<file path="config.mk">
export PLATFORM = sky130hd
export DESIGN_NAME = display_top
export DESIGN_NICKNAME = d
export VERILOG_FILES = /design/src/rtl/sprite_pkg.sv /design/src/rtl/vga_timing.sv /design/src/rtl/display_ctrl.sv /design/src/rtl/sprite_engine.sv /design/src/rtl/color_mapper.sv /design/src/rtl/display_top.sv
export SDC_FILE = /design/constraint.sdc
export NUM_CORES = 1
export LEC_CHECK = 0
export BUFFER_PORTS_ARGS = -buffer_cell sky130_fd_sc_hd__clkbuf_2
export CAP_MARGIN = 5
export CORE_MARGIN = 1
export CORE_UTILIZATION = 61
export CTS_CLUSTER_DIAMETER = 100
export CTS_CLUSTER_SIZE = 8
export DETAILED_ROUTE_END_ITERATION = 8
export HOLD_SLACK_MARGIN = 0.02
export PLACE_DENSITY = 0.84
export SYNTH_ARGS = -nofsm -noshare
export SYNTH_HDL_FRONTEND = slang
export SYNTH_SLANG_ARGS = --single-unit
</file>
<file path="constraint.sdc">
create_clock -name clk -period 3.8 [get_ports clk]
set_input_delay 0.38 -clock clk [delete_from_list [all_inputs] [get_ports clk]]
set_output_delay 0.38 -clock clk [all_outputs]
set_load 0.005 [all_outputs]
</file>
<file path="src/rtl/sprite_pkg.sv">
// Sprite display shared definitions
// Pixel, palette and color types, the command and state records passed
// between the control block and the sprite engines, and both palettes

package sprite_pkg;

    // Pixel coordinate, x or y
    typedef logic [9:0]  coord_t;
    // Palette index produced by sprite engines and the background
    typedef logic [3:0]  code_t;
    // 24-bit color, red in [23:16], green in [15:8], blue in [7:0]
    typedef logic [23:0] rgb_t;

    // Target of a sprite command
    typedef enum logic [1:0]
    {
        SPR_SHIP1 = 2'd0,
        SPR_SHIP2 = 2'd1,
        SPR_MENU  = 2'd2
    } sprite_id_t;

    // Command word on the valid/ready port, 23 bits
    typedef struct packed
    {
        sprite_id_t id;
        logic       enable;
        coord_t     pos_x;
        coord_t     pos_y;
    } sprite_cmd_t;

    // Committed per-sprite state, 21 bits
    typedef struct packed
    {
        logic   enable;
        coord_t pos_x;
        coord_t pos_y;
    } sprite_state_t;

    // Green key marks a see-through texel
    localparam rgb_t TRANSPARENT_KEY = 24'h00FF00;

    // Sky bands, three blues repeating
    localparam rgb_t BG_PALETTE [16] = '{
        24'h3FB9E9, 24'h0AA5E8, 24'h04A3E8, 24'h3FB9E9,
        24'h0AA5E8, 24'h04A3E8, 24'h3FB9E9, 24'h0AA5E8,
        24'h04A3E8, 24'h3FB9E9, 24'h0AA5E8, 24'h04A3E8,
        24'h3FB9E9, 24'h0AA5E8, 24'h04A3E8, 24'h3FB9E9
    };

    // Shared by both ships and the menu; entry 5 is the key
    localparam rgb_t SHIP_PALETTE [16] = '{
        24'hFFF3DC, 24'hCCC1D3, 24'hAE3F4C, 24'h9D834D,
        24'h020101, 24'h00FF00, 24'hF0CCAF, 24'hFFFBEB,
        24'h766C96, 24'hE3998A, 24'h59667F, 24'h535C74,
        24'hAB9B9E, 24'hDFE5EB, 24'h000000, 24'hFFFFFF
    };

endpackage

</file>
<file path="src/rtl/vga_timing.sv">
// VGA raster timing generator
// Scans one pixel per clock, decodes active-low sync pulses and the
// visible area, and flags the first pixel of every frame

`timescale 1ns/1ps
`default_nettype none

module vga_timing
    import sprite_pkg::*;
#(
    parameter int H_ACTIVE = 640,
    parameter int H_FRONT  = 16,
    parameter int H_SYNC   = 96,
    parameter int H_BACK   = 48,
    parameter int V_ACTIVE = 480,
    parameter int V_FRONT  = 10,
    parameter int V_SYNC   = 2,
    parameter int V_BACK   = 33
)
(
    input  wire logic   clk,
    input  wire logic   arst_n,
    output coord_t      draw_x,
    output coord_t      draw_y,
    output logic        active,
    output logic        hsync,
    output logic        vsync,
    output logic        frame_start
);

    // Raster geometry
    localparam int     H_TOTAL  = H_ACTIVE + H_FRONT + H_SYNC + H_BACK;
    localparam int     V_TOTAL  = V_ACTIVE + V_FRONT + V_SYNC + V_BACK;
    localparam coord_t H_LAST   = coord_t'(H_TOTAL - 1);
    localparam coord_t V_LAST   = coord_t'(V_TOTAL - 1);
    // Sync window starts right after the front porch
    localparam coord_t HS_START = coord_t'(H_ACTIVE + H_FRONT);
    localparam coord_t HS_END   = coord_t'(H_ACTIVE + H_FRONT + H_SYNC);
    localparam coord_t VS_START = coord_t'(V_ACTIVE + V_FRONT);
    localparam coord_t VS_END   = coord_t'(V_ACTIVE + V_FRONT + V_SYNC);

    coord_t h_cnt;
    coord_t v_cnt;

    // ----------------------------------------------------------------------
    // Counters
    // ----------------------------------------------------------------------
    always_ff @(posedge clk or negedge arst_n)
    begin
        if (!arst_n)
        begin
            h_cnt       <= '0;
            v_cnt       <= '0;
            // Counters come out of reset at (0,0), so that is a frame start
            frame_start <= 1'b1;
        end
        else
        begin
            // Next cycle shows (0,0) when both counters wrap together
            frame_start <= (h_cnt == H_LAST) && (v_cnt == V_LAST);
            if (h_cnt == H_LAST)
            begin
                h_cnt <= '0;
                v_cnt <= (v_cnt == V_LAST) ? '0 : v_cnt + coord_t'(1);
            end
            else
            begin
                h_cnt <= h_cnt + coord_t'(1);
            end
        end
    end

    // ----------------------------------------------------------------------
    // Decodes
    // ----------------------------------------------------------------------
    assign draw_x = h_cnt;
    assign draw_y = v_cnt;
    assign active = (h_cnt < coord_t'(H_ACTIVE)) && (v_cnt < coord_t'(V_ACTIVE));
    // Active low pulses
    assign hsync  = !((h_cnt >= HS_START) && (h_cnt < HS_END));
    assign vsync  = !((v_cnt >= VS_START) && (v_cnt < VS_END));

    // Frame strobe is predicted a cycle early, it must land on the origin
    a_frame_start_origin: assert property (
        @(posedge clk) disable iff (!arst_n)
        frame_start == ((draw_x == '0) && (draw_y == '0))
    );

endmodule

`default_nettype wire

</file>
<file path="src/rtl/display_ctrl.sv">
// Sprite command controller
// Takes position/enable commands over a valid/ready port and holds each
// one until the next frame start, so sprites only move between frames

`timescale 1ns/1ps
`default_nettype none

module display_ctrl
    import sprite_pkg::*;
(
    input  wire logic        clk,
    input  wire logic        arst_n,
    input  wire logic        frame_start,
    input  wire logic        cmd_valid,
    input  wire sprite_cmd_t cmd,
    output logic             cmd_ready,
    output sprite_state_t    ship1_state,
    output sprite_state_t    ship2_state,
    output sprite_state_t    menu_state
);

    typedef enum logic [1:0]
    {
        CTRL_IDLE,
        CTRL_PENDING,
        CTRL_COMMIT
    } ctrl_state_t;

    ctrl_state_t ctrl_state;
    ctrl_state_t next_state;
    sprite_cmd_t cmd_hold;
    sprite_state_t new_state;
    logic        commit_en;

    // ----------------------------------------------------------------------
    // FSM
    // ----------------------------------------------------------------------
    // One command in flight, no skid buffer
    assign cmd_ready = (ctrl_state == CTRL_IDLE);

    always_comb
    begin
        next_state = ctrl_state;
        case (ctrl_state)
            CTRL_IDLE:    if (cmd_valid) next_state = CTRL_PENDING;
            CTRL_PENDING: if (frame_start) next_state = CTRL_COMMIT;
            // New state is live this cycle, port reopens afterwards
            CTRL_COMMIT:  next_state = CTRL_IDLE;
            default:      next_state = CTRL_IDLE;
        endcase
    end

    always_ff @(posedge clk or negedge arst_n)
    begin
        if (!arst_n)
            ctrl_state <= CTRL_IDLE;
        else
            ctrl_state <= next_state;
    end

    // Holding register, loaded on the handshake
    always_ff @(posedge clk)
    begin
        if (cmd_valid && cmd_ready)
            cmd_hold <= cmd;
    end

    // ----------------------------------------------------------------------
    // Commit
    // ----------------------------------------------------------------------
    // Write on entry to COMMIT, visible the cycle after frame_start
    assign commit_en = (ctrl_state == CTRL_PENDING) && (next_state == CTRL_COMMIT);
    assign new_state = '{enable: cmd_hold.enable, pos_x: cmd_hold.pos_x,
                         pos_y: cmd_hold.pos_y};

    always_ff @(posedge clk or negedge arst_n)
    begin
        if (!arst_n)
        begin
            // All sprites start hidden
            ship1_state <= '0;
            ship2_state <= '0;
            menu_state  <= '0;
        end
        else if (commit_en)
        begin
            case (cmd_hold.id)
                SPR_SHIP1: ship1_state <= new_state;
                SPR_SHIP2: ship2_state <= new_state;
                SPR_MENU:  menu_state  <= new_state;
                // Unused id is dropped
                default:   ;
            endcase
        end
    end

    // Sender keeps the word steady until it is taken
    a_cmd_stable: assert property (
        @(posedge clk) disable iff (!arst_n)
        (cmd_valid && !cmd_ready) |=> (cmd_valid && $stable(cmd))
    );

endmodule

`default_nettype wire

</file>
<file path="src/rtl/sprite_engine.sv">
// Sprite engine
// Tests whether the scanned pixel lies inside one square sprite and
// generates its texel code from a banded diagonal pattern, one stage deep

`timescale 1ns/1ps
`default_nettype none

module sprite_engine
    import sprite_pkg::*;
#(
    parameter int    SPRITE_SIZE  = 32,
    parameter code_t PATTERN_SEED = 4'd1
)
(
    input  wire logic          clk,
    input  wire logic          arst_n,
    input  wire coord_t        draw_x,
    input  wire coord_t        draw_y,
    input  wire sprite_state_t state,
    output logic               hit,
    output code_t              code
);

    localparam coord_t SIZE = coord_t'(SPRITE_SIZE);

    // One extra bit so a pixel left of or above the sprite goes negative
    logic [10:0] dx;
    logic [10:0] dy;
    coord_t      local_x;
    coord_t      local_y;
    logic        in_x;
    logic        in_y;
    logic        hit_next;
    code_t       band_x;
    code_t       band_y;
    code_t       texel;

    // ----------------------------------------------------------------------
    // Hit test
    // ----------------------------------------------------------------------
    assign dx      = {1'b0, draw_x} - {1'b0, state.pos_x};
    assign dy      = {1'b0, draw_y} - {1'b0, state.pos_y};
    assign local_x = dx[9:0];
    assign local_y = dy[9:0];

    // Sign bit clear and inside the square
    assign in_x     = !dx[10] && (local_x < SIZE);
    assign in_y     = !dy[10] && (local_y < SIZE);
    assign hit_next = state.enable && in_x && in_y;

    // ----------------------------------------------------------------------
    // Texel pattern
    // ----------------------------------------------------------------------
    // 4x4 pixel cells, code steps by one per cell along x and along y
    // Only the low four bits of each cell index matter modulo 16
    assign band_x = local_x[5:2];
    assign band_y = local_y[5:2];
    // Wraps naturally in four bits
    assign texel  = band_x + band_y + PATTERN_SEED;

    // ----------------------------------------------------------------------
    // Output stage
    // ----------------------------------------------------------------------
    always_ff @(posedge clk or negedge arst_n)
    begin
        if (!arst_n)
        begin
            hit  <= 1'b0;
            code <= '0;
        end
        else
        begin
            hit  <= hit_next;
            // Zero code away from the sprite keeps the bus quiet
            code <= hit_next ? texel : '0;
        end
    end

endmodule

`default_nettype wire

</file>
<file path="src/rtl/color_mapper.sv">
// Color mapper
// Looks up sprite and background codes in the palettes, applies the
// transparent key and layer priority, and registers the RGB pixel

`timescale 1ns/1ps
`default_nettype none

module color_mapper
    import sprite_pkg::*;
(
    input  wire logic   clk,
    input  wire logic   arst_n,
    input  wire logic   active,
    input  wire logic   hsync,
    input  wire logic   vsync,
    input  wire coord_t x_in,
    input  wire coord_t y_in,
    input  wire logic   menu_hit,
    input  wire logic   ship1_hit,
    input  wire logic   ship2_hit,
    input  wire code_t  menu_code,
    input  wire code_t  ship1_code,
    input  wire code_t  ship2_code,
    output logic [7:0]  vga_r,
    output logic [7:0]  vga_g,
    output logic [7:0]  vga_b,
    output logic        out_hsync,
    output logic        out_vsync,
    output logic        pixel_valid,
    output coord_t      out_x,
    output coord_t      out_y
);

    rgb_t bg_color;
    rgb_t menu_color;
    rgb_t ship1_color;
    rgb_t ship2_color;
    rgb_t pix_color;

    // ----------------------------------------------------------------------
    // Palette lookup and priority
    // ----------------------------------------------------------------------
    // Background bands are four rows tall
    assign bg_color    = BG_PALETTE[y_in[5:2]];
    assign menu_color  = SHIP_PALETTE[menu_code];
    assign ship1_color = SHIP_PALETTE[ship1_code];
    assign ship2_color = SHIP_PALETTE[ship2_code];

    // Menu over ship one over ship two over sky
    // A keyed texel falls through to the next layer down
    always_comb
    begin
        if (!active)
            pix_color = '0;
        else if (menu_hit && (menu_color != TRANSPARENT_KEY))
            pix_color = menu_color;
        else if (ship1_hit && (ship1_color != TRANSPARENT_KEY))
            pix_color = ship1_color;
        else if (ship2_hit && (ship2_color != TRANSPARENT_KEY))
            pix_color = ship2_color;
        else
            pix_color = bg_color;
    end

    // ----------------------------------------------------------------------
    // Output registers
    // ----------------------------------------------------------------------
    always_ff @(posedge clk or negedge arst_n)
    begin
        if (!arst_n)
        begin
            {vga_r, vga_g, vga_b} <= '0;
            // Syncs idle high
            out_hsync   <= 1'b1;
            out_vsync   <= 1'b1;
            pixel_valid <= 1'b0;
        end
        else
        begin
            {vga_r, vga_g, vga_b} <= pix_color;
            out_hsync   <= hsync;
            out_vsync   <= vsync;
            pixel_valid <= active;
        end
    end

    // Coordinates ride alongside the color
    always_ff @(posedge clk)
    begin
        out_x <= x_in;
        out_y <= y_in;
    end

endmodule

`default_nettype wire

</file>
<file path="src/rtl/display_top.sv">
// Sprite display top level
// Raster timing, sprite command control, three sprite engines and the
// color mapper; outputs trail the counters by two clocks

`timescale 1ns/1ps
`default_nettype none

module display_top
    import sprite_pkg::*;
#(
    parameter int    H_ACTIVE   = 640,
    parameter int    H_FRONT    = 16,
    parameter int    H_SYNC     = 96,
    parameter int    H_BACK     = 48,
    parameter int    V_ACTIVE   = 480,
    parameter int    V_FRONT    = 10,
    parameter int    V_SYNC     = 2,
    parameter int    V_BACK     = 33,
    parameter int    SHIP_SIZE  = 32,
    parameter int    MENU_SIZE  = 64,
    parameter code_t SHIP1_SEED = 4'd1,
    parameter code_t SHIP2_SEED = 4'd7,
    parameter code_t MENU_SEED  = 4'd12
)
(
    input  wire logic        clk,
    input  wire logic        arst_n,
    input  wire logic        cmd_valid,
    input  wire sprite_cmd_t cmd,
    output logic             cmd_ready,
    output logic [7:0]       vga_r,
    output logic [7:0]       vga_g,
    output logic [7:0]       vga_b,
    output logic             hsync,
    output logic             vsync,
    output logic             pixel_valid,
    output coord_t           out_x,
    output coord_t           out_y
);

    coord_t        draw_x, draw_y;
    logic          tim_active, tim_hsync, tim_vsync, frame_start;
    sprite_state_t ship1_state, ship2_state, menu_state;
    logic          ship1_hit, ship2_hit, menu_hit;
    code_t         ship1_code, ship2_code, menu_code;
    // Timing signals aligned with the sprite engine stage
    logic          active_d, hsync_d, vsync_d;
    coord_t        x_d, y_d;

    vga_timing #(
        .H_ACTIVE (H_ACTIVE), .H_FRONT (H_FRONT), .H_SYNC (H_SYNC), .H_BACK (H_BACK),
        .V_ACTIVE (V_ACTIVE), .V_FRONT (V_FRONT), .V_SYNC (V_SYNC), .V_BACK (V_BACK)
    ) timing_i (
        .clk (clk), .arst_n (arst_n), .draw_x (draw_x), .draw_y (draw_y),
        .active (tim_active), .hsync (tim_hsync), .vsync (tim_vsync),
        .frame_start (frame_start)
    );

    display_ctrl ctrl_i (
        .clk (clk), .arst_n (arst_n), .frame_start (frame_start),
        .cmd_valid (cmd_valid), .cmd (cmd), .cmd_ready (cmd_ready),
        .ship1_state (ship1_state), .ship2_state (ship2_state), .menu_state (menu_state)
    );

    // ----------------------------------------------------------------------
    // Sprite engines
    // ----------------------------------------------------------------------
    sprite_engine #(.SPRITE_SIZE (SHIP_SIZE), .PATTERN_SEED (SHIP1_SEED)) ship1_i (
        .clk (clk), .arst_n (arst_n), .draw_x (draw_x), .draw_y (draw_y),
        .state (ship1_state), .hit (ship1_hit), .code (ship1_code)
    );

    sprite_engine #(.SPRITE_SIZE (SHIP_SIZE), .PATTERN_SEED (SHIP2_SEED)) ship2_i (
        .clk (clk), .arst_n (arst_n), .draw_x (draw_x), .draw_y (draw_y),
        .state (ship2_state), .hit (ship2_hit), .code (ship2_code)
    );

    // Choose-state overlay
    sprite_engine #(.SPRITE_SIZE (MENU_SIZE), .PATTERN_SEED (MENU_SEED)) menu_i (
        .clk (clk), .arst_n (arst_n), .draw_x (draw_x), .draw_y (draw_y),
        .state (menu_state), .hit (menu_hit), .code (menu_code)
    );

    // ----------------------------------------------------------------------
    // Alignment stage
    // ----------------------------------------------------------------------
    always_ff @(posedge clk or negedge arst_n)
    begin
        if (!arst_n)
        begin
            active_d <= 1'b0;
            hsync_d  <= 1'b1;
            vsync_d  <= 1'b1;
        end
        else
        begin
            active_d <= tim_active;
            hsync_d  <= tim_hsync;
            vsync_d  <= tim_vsync;
        end
    end

    always_ff @(posedge clk)
    begin
        x_d <= draw_x;
        y_d <= draw_y;
    end

    color_mapper mapper_i (
        .clk (clk), .arst_n (arst_n), .active (active_d), .hsync (hsync_d),
        .vsync (vsync_d), .x_in (x_d), .y_in (y_d),
        .menu_hit (menu_hit), .ship1_hit (ship1_hit), .ship2_hit (ship2_hit),
        .menu_code (menu_code), .ship1_code (ship1_code), .ship2_code (ship2_code),
        .vga_r (vga_r), .vga_g (vga_g), .vga_b (vga_b),
        .out_hsync (hsync), .out_vsync (vsync), .pixel_valid (pixel_valid),
        .out_x (out_x), .out_y (out_y)
    );

endmodule

`default_nettype wire

</file>
==> out/metrics.yaml, run 1 <==
outcome:
  status: "finished, final reports clean"
place:
  io_buffers: 73
  gp_congestion: 0.953
  dpl.hpwl_mm: 20.8
  dp_slack_ns: 0.321
critical_path:
  rr_worst_depth: 10
  startpoint_type: "flip-flop"
  crit_fanout: 14
  r2r_slack_ns: 0.24
  critPathCaptureType: "flip-flop"
  crit_type: "flip-flop to flip-flop"
  critPathArrivalTime_ns: 3.88
  regToRegStartpoint: "ship2_i.code[1]"
  crit_required_ns: 4.12
  r2r-end: "mapper_i.vga_r[2]"
timing:
  fin_crit_ns: 3.56
  fin_tns_setup_ns: 0
  clock_skew_ns: 0.0177
  worstMarginPinSlew_ns: 1.05
  rsz0062_at_grt: "no"
  max_freq_mhz: 281
  setup_ws_ns: 0.240
  slew_viol_final: 0
  setup_violations: 0
  max_slew_margin: 0.298
  final-hold-violation-count: 0
  post-route-period-util: 0.937
logic_synthesis:
  avgSynthCellArea_sq_um: 9.84
  ys_ff_latch: 194
  netlist_instances: 1185
  yosysWarnings: 0
  synth.distinct_cells: 76
  syn_area_sq_um: 11700
  synth-edff-count: 23
  async_flop_share: 0.675
  ys_seq_area_frac: 0.410
  synth_fp_nets: 1318
  synthFlopType: "dfrtp_1"
routing:
  vias: 9201
  routedWlPerCell_um: 18.8
  vias_per_cell: 6.12
  ant_nets: 0
  drc: 0
  dr.pass1.iters: 7
  drt_wl_total_mm: 28.3
  drt-initial-drc-count: 788
finish:
  multi_input_area_sq_um: 6290
  area_growth_pct: 10.8
  regArea_sq_um: 4780
  diodes: 0
  drive_gt1_frac: 0.171
  fill_cells: 1354
  nets: 1390
floorplanning:
  die_height_um: 140
  die_w_um: 140
  pin_count: 74
  start_util: 0.623
  coreArea_sq_um: 18700
  num_rows: 50
  dieArea_sq_um: 19700
cts:
  postCtsSetupBuffers: 0
  clock_sinks: 194
  cts_tree: "done"
  cts-hold-fix-buffers: 0
  clk_pin_slew_worst_paths_ns: 0.07
  cts_buffer_depth: 2
  cts_root_buf: "clkbuf_16"
  clk_latency_ns: 0.44
  htree_num_levels: 4
  numCtsBuffers: 17
  post_cts_resize_count: 0
global_routing:
  grt_max_degree: 94
  grt-ovfl-total: 0
  grt_usage: 0.301
  grt_pass1_wl_mm: 45.8
  grt_pass1_vias: 8636
  antenna_found_initial: 0
flow_run:
  cap_violations: 0
pwr:
  pwr-share-comb: 0.010
  swShare: 0.217
  pwr-share-seq: 0.527
  p_switching_uw: 863
  vdd_drop_max_uv: 332
  p_per_area_nw_per_um2: 307
  leakagePower_nw: 5.60
  p_clk_frac: 0.463
  internal-power_mw: 3.11
worst_hold_path:
  hold_class: "input pin to async pin"
-- cell families (layout without fill, tap and decap cells) --
family,count (synthesis),after routing,synth area share
buffers and inverters,147,232,0.0511
multiplexers,85,85,0.0925
adder cells (fa/ha/maj),107,107,0.117
AO/OA/AOI/OAI,277,277,0.152
AND/OR/NAND/NOR,328,328,0.143
flip-flops,194,194,0.410
XOR/XNOR,47,47,0.0353
-- cell usage after synthesis, types with 9 or more instances --
cell	number	area (sq um)
buf_2	17	85.1
a31oi_1	16	100
dfrtp_1	126	3150
a21oi_1	62	310
o21ai_0	86	430
dfxtp_1	40	801
mux2i_1	20	200
mux2_2	52	586
nand2b_1	35	219
nor3_1	21	105
clkbuf_1	21	78.8
edfxtp_1	23	691
nand2_1	92	345
nand4_1	10	62.6
xnor2_1	31	272
a21o_1	16	120
ha_1	104	1300
mux4_2	13	293
a211oi_1	11	82.6
inv_1	99	372
o211ai_1	14	105
nand3_1	23	115
nor2_1	64	240
nor4_1	9	56.3
nor2b_1	21	131
xor2_1	16	140
-- metal layers --
| metal | part of all wire | routed length [um] | vias to the layer above | track usage |
|---|---|---|---|---|
| li1 | - | - | 4371 | - |
| met1 | 0.42 | 11800 | 4413 | 0.388 |
| met2 | 0.50 | 14100 | 353 | 0.509 |
| met3 | 0.048 | 1360 | 64 | 0.0373 |
| met4 | 0.037 | 1060 | 0 | 0.134 |
| met5 | 0 | 0 | - | 0 |
-- cell type report --
| type | count | area share |
|---|---|---|
| clock buffer | 20 | 0.0370 |
| multi-input combinational | 844 | 0.487 |
| clock inverter | 12 | 0.0105 |
| inverter | 102 | 0.0296 |
| sequential | 194 | 0.370 |
| timing repair buffer | 98 | 0.0433 |
| tap | 234 | 0.0227 |
-- worst max path at each step --
stage	start	end	slack (ns)	cells after the start
4_1_cts	ship2_i.code[1]	mapper_i.vga_r[2]	0.29	10
3_3_place_gp	ship2_i.code[1]	mapper_i.vga_r[2]	0.43	10
5_1_grt	ship2_i.code[1]	mapper_i.vga_r[5]	0.02	9
3_5_place_dp	ship2_i.code[1]	mapper_i.vga_r[2]	0.32	10
2_1_floorplan	menu_i.code[1]	mapper_i.vga_g[3]	0.54	12
6_report	ship2_i.code[1]	mapper_i.vga_r[2]	0.24	10
-- power groups by stage --
stage                     combinational [mW]  sequential [mW]  clock [mW]
after floorplan                    0.0000400             2.13           0
after global placement                0.0415             2.13           0
after detailed placement              0.0424             2.13           0
after CTS                             0.0423             2.09        1.86
after global routing                  0.0473             2.09        1.94
final                                 0.0404             2.09        1.84
-- registers in the layout (all words and copies together) (netlist names), 4 cells and up --
signal	count
ctrl_i.cmd_hold	23
ctrl_i.menu_state	21
ctrl_i.ship1_state	21
ctrl_i.ship2_state	21
mapper_i.out_x	10
mapper_i.out_y	10
mapper_i.vga_b	8
mapper_i.vga_g	8
mapper_i.vga_r	8
menu_i.code	4
ship1_i.code	4
ship2_i.code	4
timing_i.draw_x	10
timing_i.draw_y	10
x_d	10
y_d	10
-- worst max-delay path: stages (launching register included) --
cell       delay [ns]
dfrtp_1          0.65
inv_1            0.26
ha_1             0.34
mux4_2           0.49
a2111oi_0        0.37
nand4b_1         0.21
o31ai_4          0.34
buf_4            0.24
mux2i_1          0.20
a21oi_1          0.08
a31o_2           0.25
-- metrics by stage --
| step | power [mW] | util | hold slack (ns) | std cells | cell area, sq um |
|---|---|---|---|---|---|
| 5_1_grt | 4.08 | 0.690 | 0.101 | 1504 | 12900 |
| 6_report | 3.97 | 0.690 | 0.0206 | 1504 | 12900 |
| 3_3_place_gp | 2.17 | 0.658 | 0.310 | 1472 | 12300 |
| 2_1_floorplan | 2.13 | - | 0.0844 | 1185 | 11700 |
| 3_5_place_dp | 2.18 | 0.658 | 0.312 | 1472 | 12300 |
| 4_1_cts | 3.99 | 0.690 | 0.0630 | 1504 | 12900 |
-- placed cells by master, fill, tap and decap left out, types with 6 or more instances in the layout --
cell type / n
dfrtp_1: 126
ha_1: 104
inv_1: 99
nand2_1: 92
o21ai_0: 86
clkbuf_2: 72
nor2_1: 64
a21oi_1: 62
mux2_2: 52
dfxtp_1: 40
nand2b_1: 35
xnor2_1: 31
buf_4: 25
nand3_1: 23
edfxtp_1: 23
nor2b_1: 21
mux2i_1: 20
nor3_1: 20
clkbuf_16: 18
a21o_1: 16
xor2_1: 16
a31oi_1: 16
o211ai_1: 14
mux4_2: 13
a211oi_1: 11
nand4_1: 10
nor4_1: 9
o22ai_1: 8
and3_1: 8
or2_2: 7
and2_1: 6
a2bb2oi_1: 6
o21a_1: 6
Power figures use the tool's default switching activity.
==> run 2, diff against run 1 <==
Settings changed: ABC_AREA from default to 0, BUFFER_PORTS_ARGS -buffer_cell sky130_fd_sc_hd__clkbuf_2 to default, CORE_UTILIZATION 61 to 65, DONT_BUFFER_PORTS from default to 1, PLACE_DENSITY 0.84 to 0.85.
==> run 2 against run 1 <==
Compared with the run above:
- worst hold slack better by 0.12 ns
- setup slack better by 0.0069 ns
- sequential share of layout area is 0.32 points higher
- clock skew is 0.00072 ns lower
- sequential power hardly changed
==> out/metrics.yaml, run 2 (synthesized netlist as in run 1, its figures left out) <==
global_routing:
  antenna_found_initial: 0
  grt_max_degree: 132
  grt_pass1_vias: 9086
  grt-ovfl-total: 0
  grt_usage: 0.346
  grt_pass1_wl_mm: 48.1
critical_path:
  crit_chain: "ha_1 -> a21o_1 -> a21oi_1 -> o21bai_1 -> xnor2_1 -> ha_1 -> fa_1 -> xor2_1 -> xnor2_1 -> xnor2_1 -> xnor2_1 -> nor3_1"
  startpoint_type: "flip-flop"
  crit_top_cell: "xnor2_1"
  crit_required_ns: 4.10
  critPathCaptureType: "flip-flop"
  critPathArrivalTime_ns: 3.85
  slowest_delay_ns: 0.47
  crit_type: "flip-flop to flip-flop"
  crit_fanout: 8
  worst_path_max_delay_cell: "dfrtp_1"
finish:
  largest_reg_flops: 23
  nets: 1346
  diodes: 0
  area_growth_pct: 9.84
  regMostFlops: "ctrl_i.cmd_hold"
  final_cells: 1451
  multi_input_area_sq_um: 6290
  final_common_cell: "dfrtp_1"
  drive_gt1_frac: 0.119
  most-common-layout-cells: "dfrtp_1 (126), ha_1 (104), inv_1 (99), nand2_1 (92), o21ai_0 (86)"
  fill_cells: 1173
  regArea_sq_um: 4780
cts:
  cts_root_buf: "clkbuf_16"
  postCtsSetupBuffers: 0
  clk_pin_slew_worst_paths_ns: 0.07
  cts_buffer_depth: 2
  clk_latency_ns: 0.45
  numCtsBuffers: 17
  cts_tree: "done"
  clock_sinks: 194
  htree_num_levels: 4
worst_hold_path:
  hold_class: "input pin to flip-flop"
flow_run:
  cap_violations: 0
place:
  gp_congestion: 0.983
  io_buffers: 0
  dpl.hpwl_mm: 21.4
  dp_cells: 1394
timing:
  rsz0062_at_grt: "no"
  fin_crit_ns: 3.55
  clock_skew_ns: 0.0169
  final-hold-violation-count: 0
  slew_viol_final: 0
  setup_violations: 0
  post-route-period-util: 0.935
  worstMarginPinSlew_ns: 1.03
  max_slew_margin: 0.314
  max_freq_mhz: 281
  fin_tns_setup_ns: 0
floorplanning:
  coreArea_sq_um: 17400
  num_rows: 48
  start_util: 0.669
  dieArea_sq_um: 18500
  pin_count: 74
  die_height_um: 136
  die_w_um: 136
pwr:
  leakagePower_nw: 5.42
  p_per_area_nw_per_um2: 304
  vdd_drop_max_uv: 429
  total_power_mw: 3.89
routing:
  vias_per_cell: 6.44
  routedWlPerCell_um: 21.0
  drt-initial-drc-count: 794
  ant_nets: 0
  drt_wl_total_mm: 30.5
  drc: 0
  dr.pass1.iters: 6
  vias: 9342
outcome:
  status: "finished, final reports clean"
-- run 2: cell types whose count changed in the layout (fill, tap and decap cells not counted), moves of 2 or more --
cell	before	now
clkbuf_2	72	0
buf_4	25	27
buf_12	0	2
inv_8	4	1
clkbuf_1	0	3
inv_6	2	4
dlygate4sd3_1	0	24
-- run 2: power breakdown --
group | switching [mW] | internal (mW) | total, mW
Clock | 0.841 | 0.913 | 1.75
Sequential | 0.000000000000000304 | 2.09 | 2.09
Combinational | 0.0310 | 0.0194 | 0.0504
-- run 2: repair_timing --
item,4_1_cts,5_1_grt
hold buffers,20,5
gates resized for setup,0,0
endpoints found under the setup margin,0,0
endpoints found under the hold margin,149,5
-- run 2: area by class of cell --
cell class                 instances  area share
sequential                       194       0.373
tap                              225      0.0220
timing repair buffer              54      0.0399
clock buffer                      22      0.0371
inverter                         102      0.0299
multi-input combinational        844       0.491
clock inverter                    10     0.00684
-- run 2: worst paths after layout --
check                              startpoint                    to  slack [ns]  cells past startpoint
max                        timing_i.draw_x[1]        menu_i.code[3]        0.25                     12
min                                 cmd_valid  ctrl_i.ctrl_state[0]        0.14                      2
max reg2reg                timing_i.draw_x[1]        menu_i.code[3]        0.25                     12
min reg2reg                            x_d[4]     mapper_i.out_x[4]        0.33                      0
max in group asynchronous              arst_n            menu_i.hit        2.68                      2
min in group asynchronous              arst_n     mapper_i.vga_r[0]        0.52                      2
-- run 2: worst max-delay path, delay by kind of cell, from the launching register on --
family	cells	cell delay, ns
adders and majority gates	3	1.11
xor gates and xnor gates	5	1.10
AOI/OAI and AO/OA	3	0.66
DFF	1	0.47
and+or+nand+nor	1	0.05
-- run 2: through the flow --
stage / hold WS (ns) / setup WS (ns) / util / area (sq um)
final: 0.144 / 0.247 / 0.735 / 12800
after global routing: 0.148 / 0.0852 / 0.735 / 12800
after CTS: 0.0201 / 0.483 / 0.732 / 12800
after detailed placement: 0.0881 / 0.495 / 0.688 / 12000
after global placement: 0.0884 / 0.445 / 0.688 / 12000
after floorplan: 0.0844 / 0.539 / - / 11700
-- run 2: per-layer routing --
layer / GRT usage / share of wire / up-vias
li1: - / - / 4290
met1: 0.423 / 0.39 / 4460
met2: 0.577 / 0.49 / 492
met3: 0.0660 / 0.069 / 100
met4: 0.186 / 0.051 / 0
met5: 0 / 0 / -
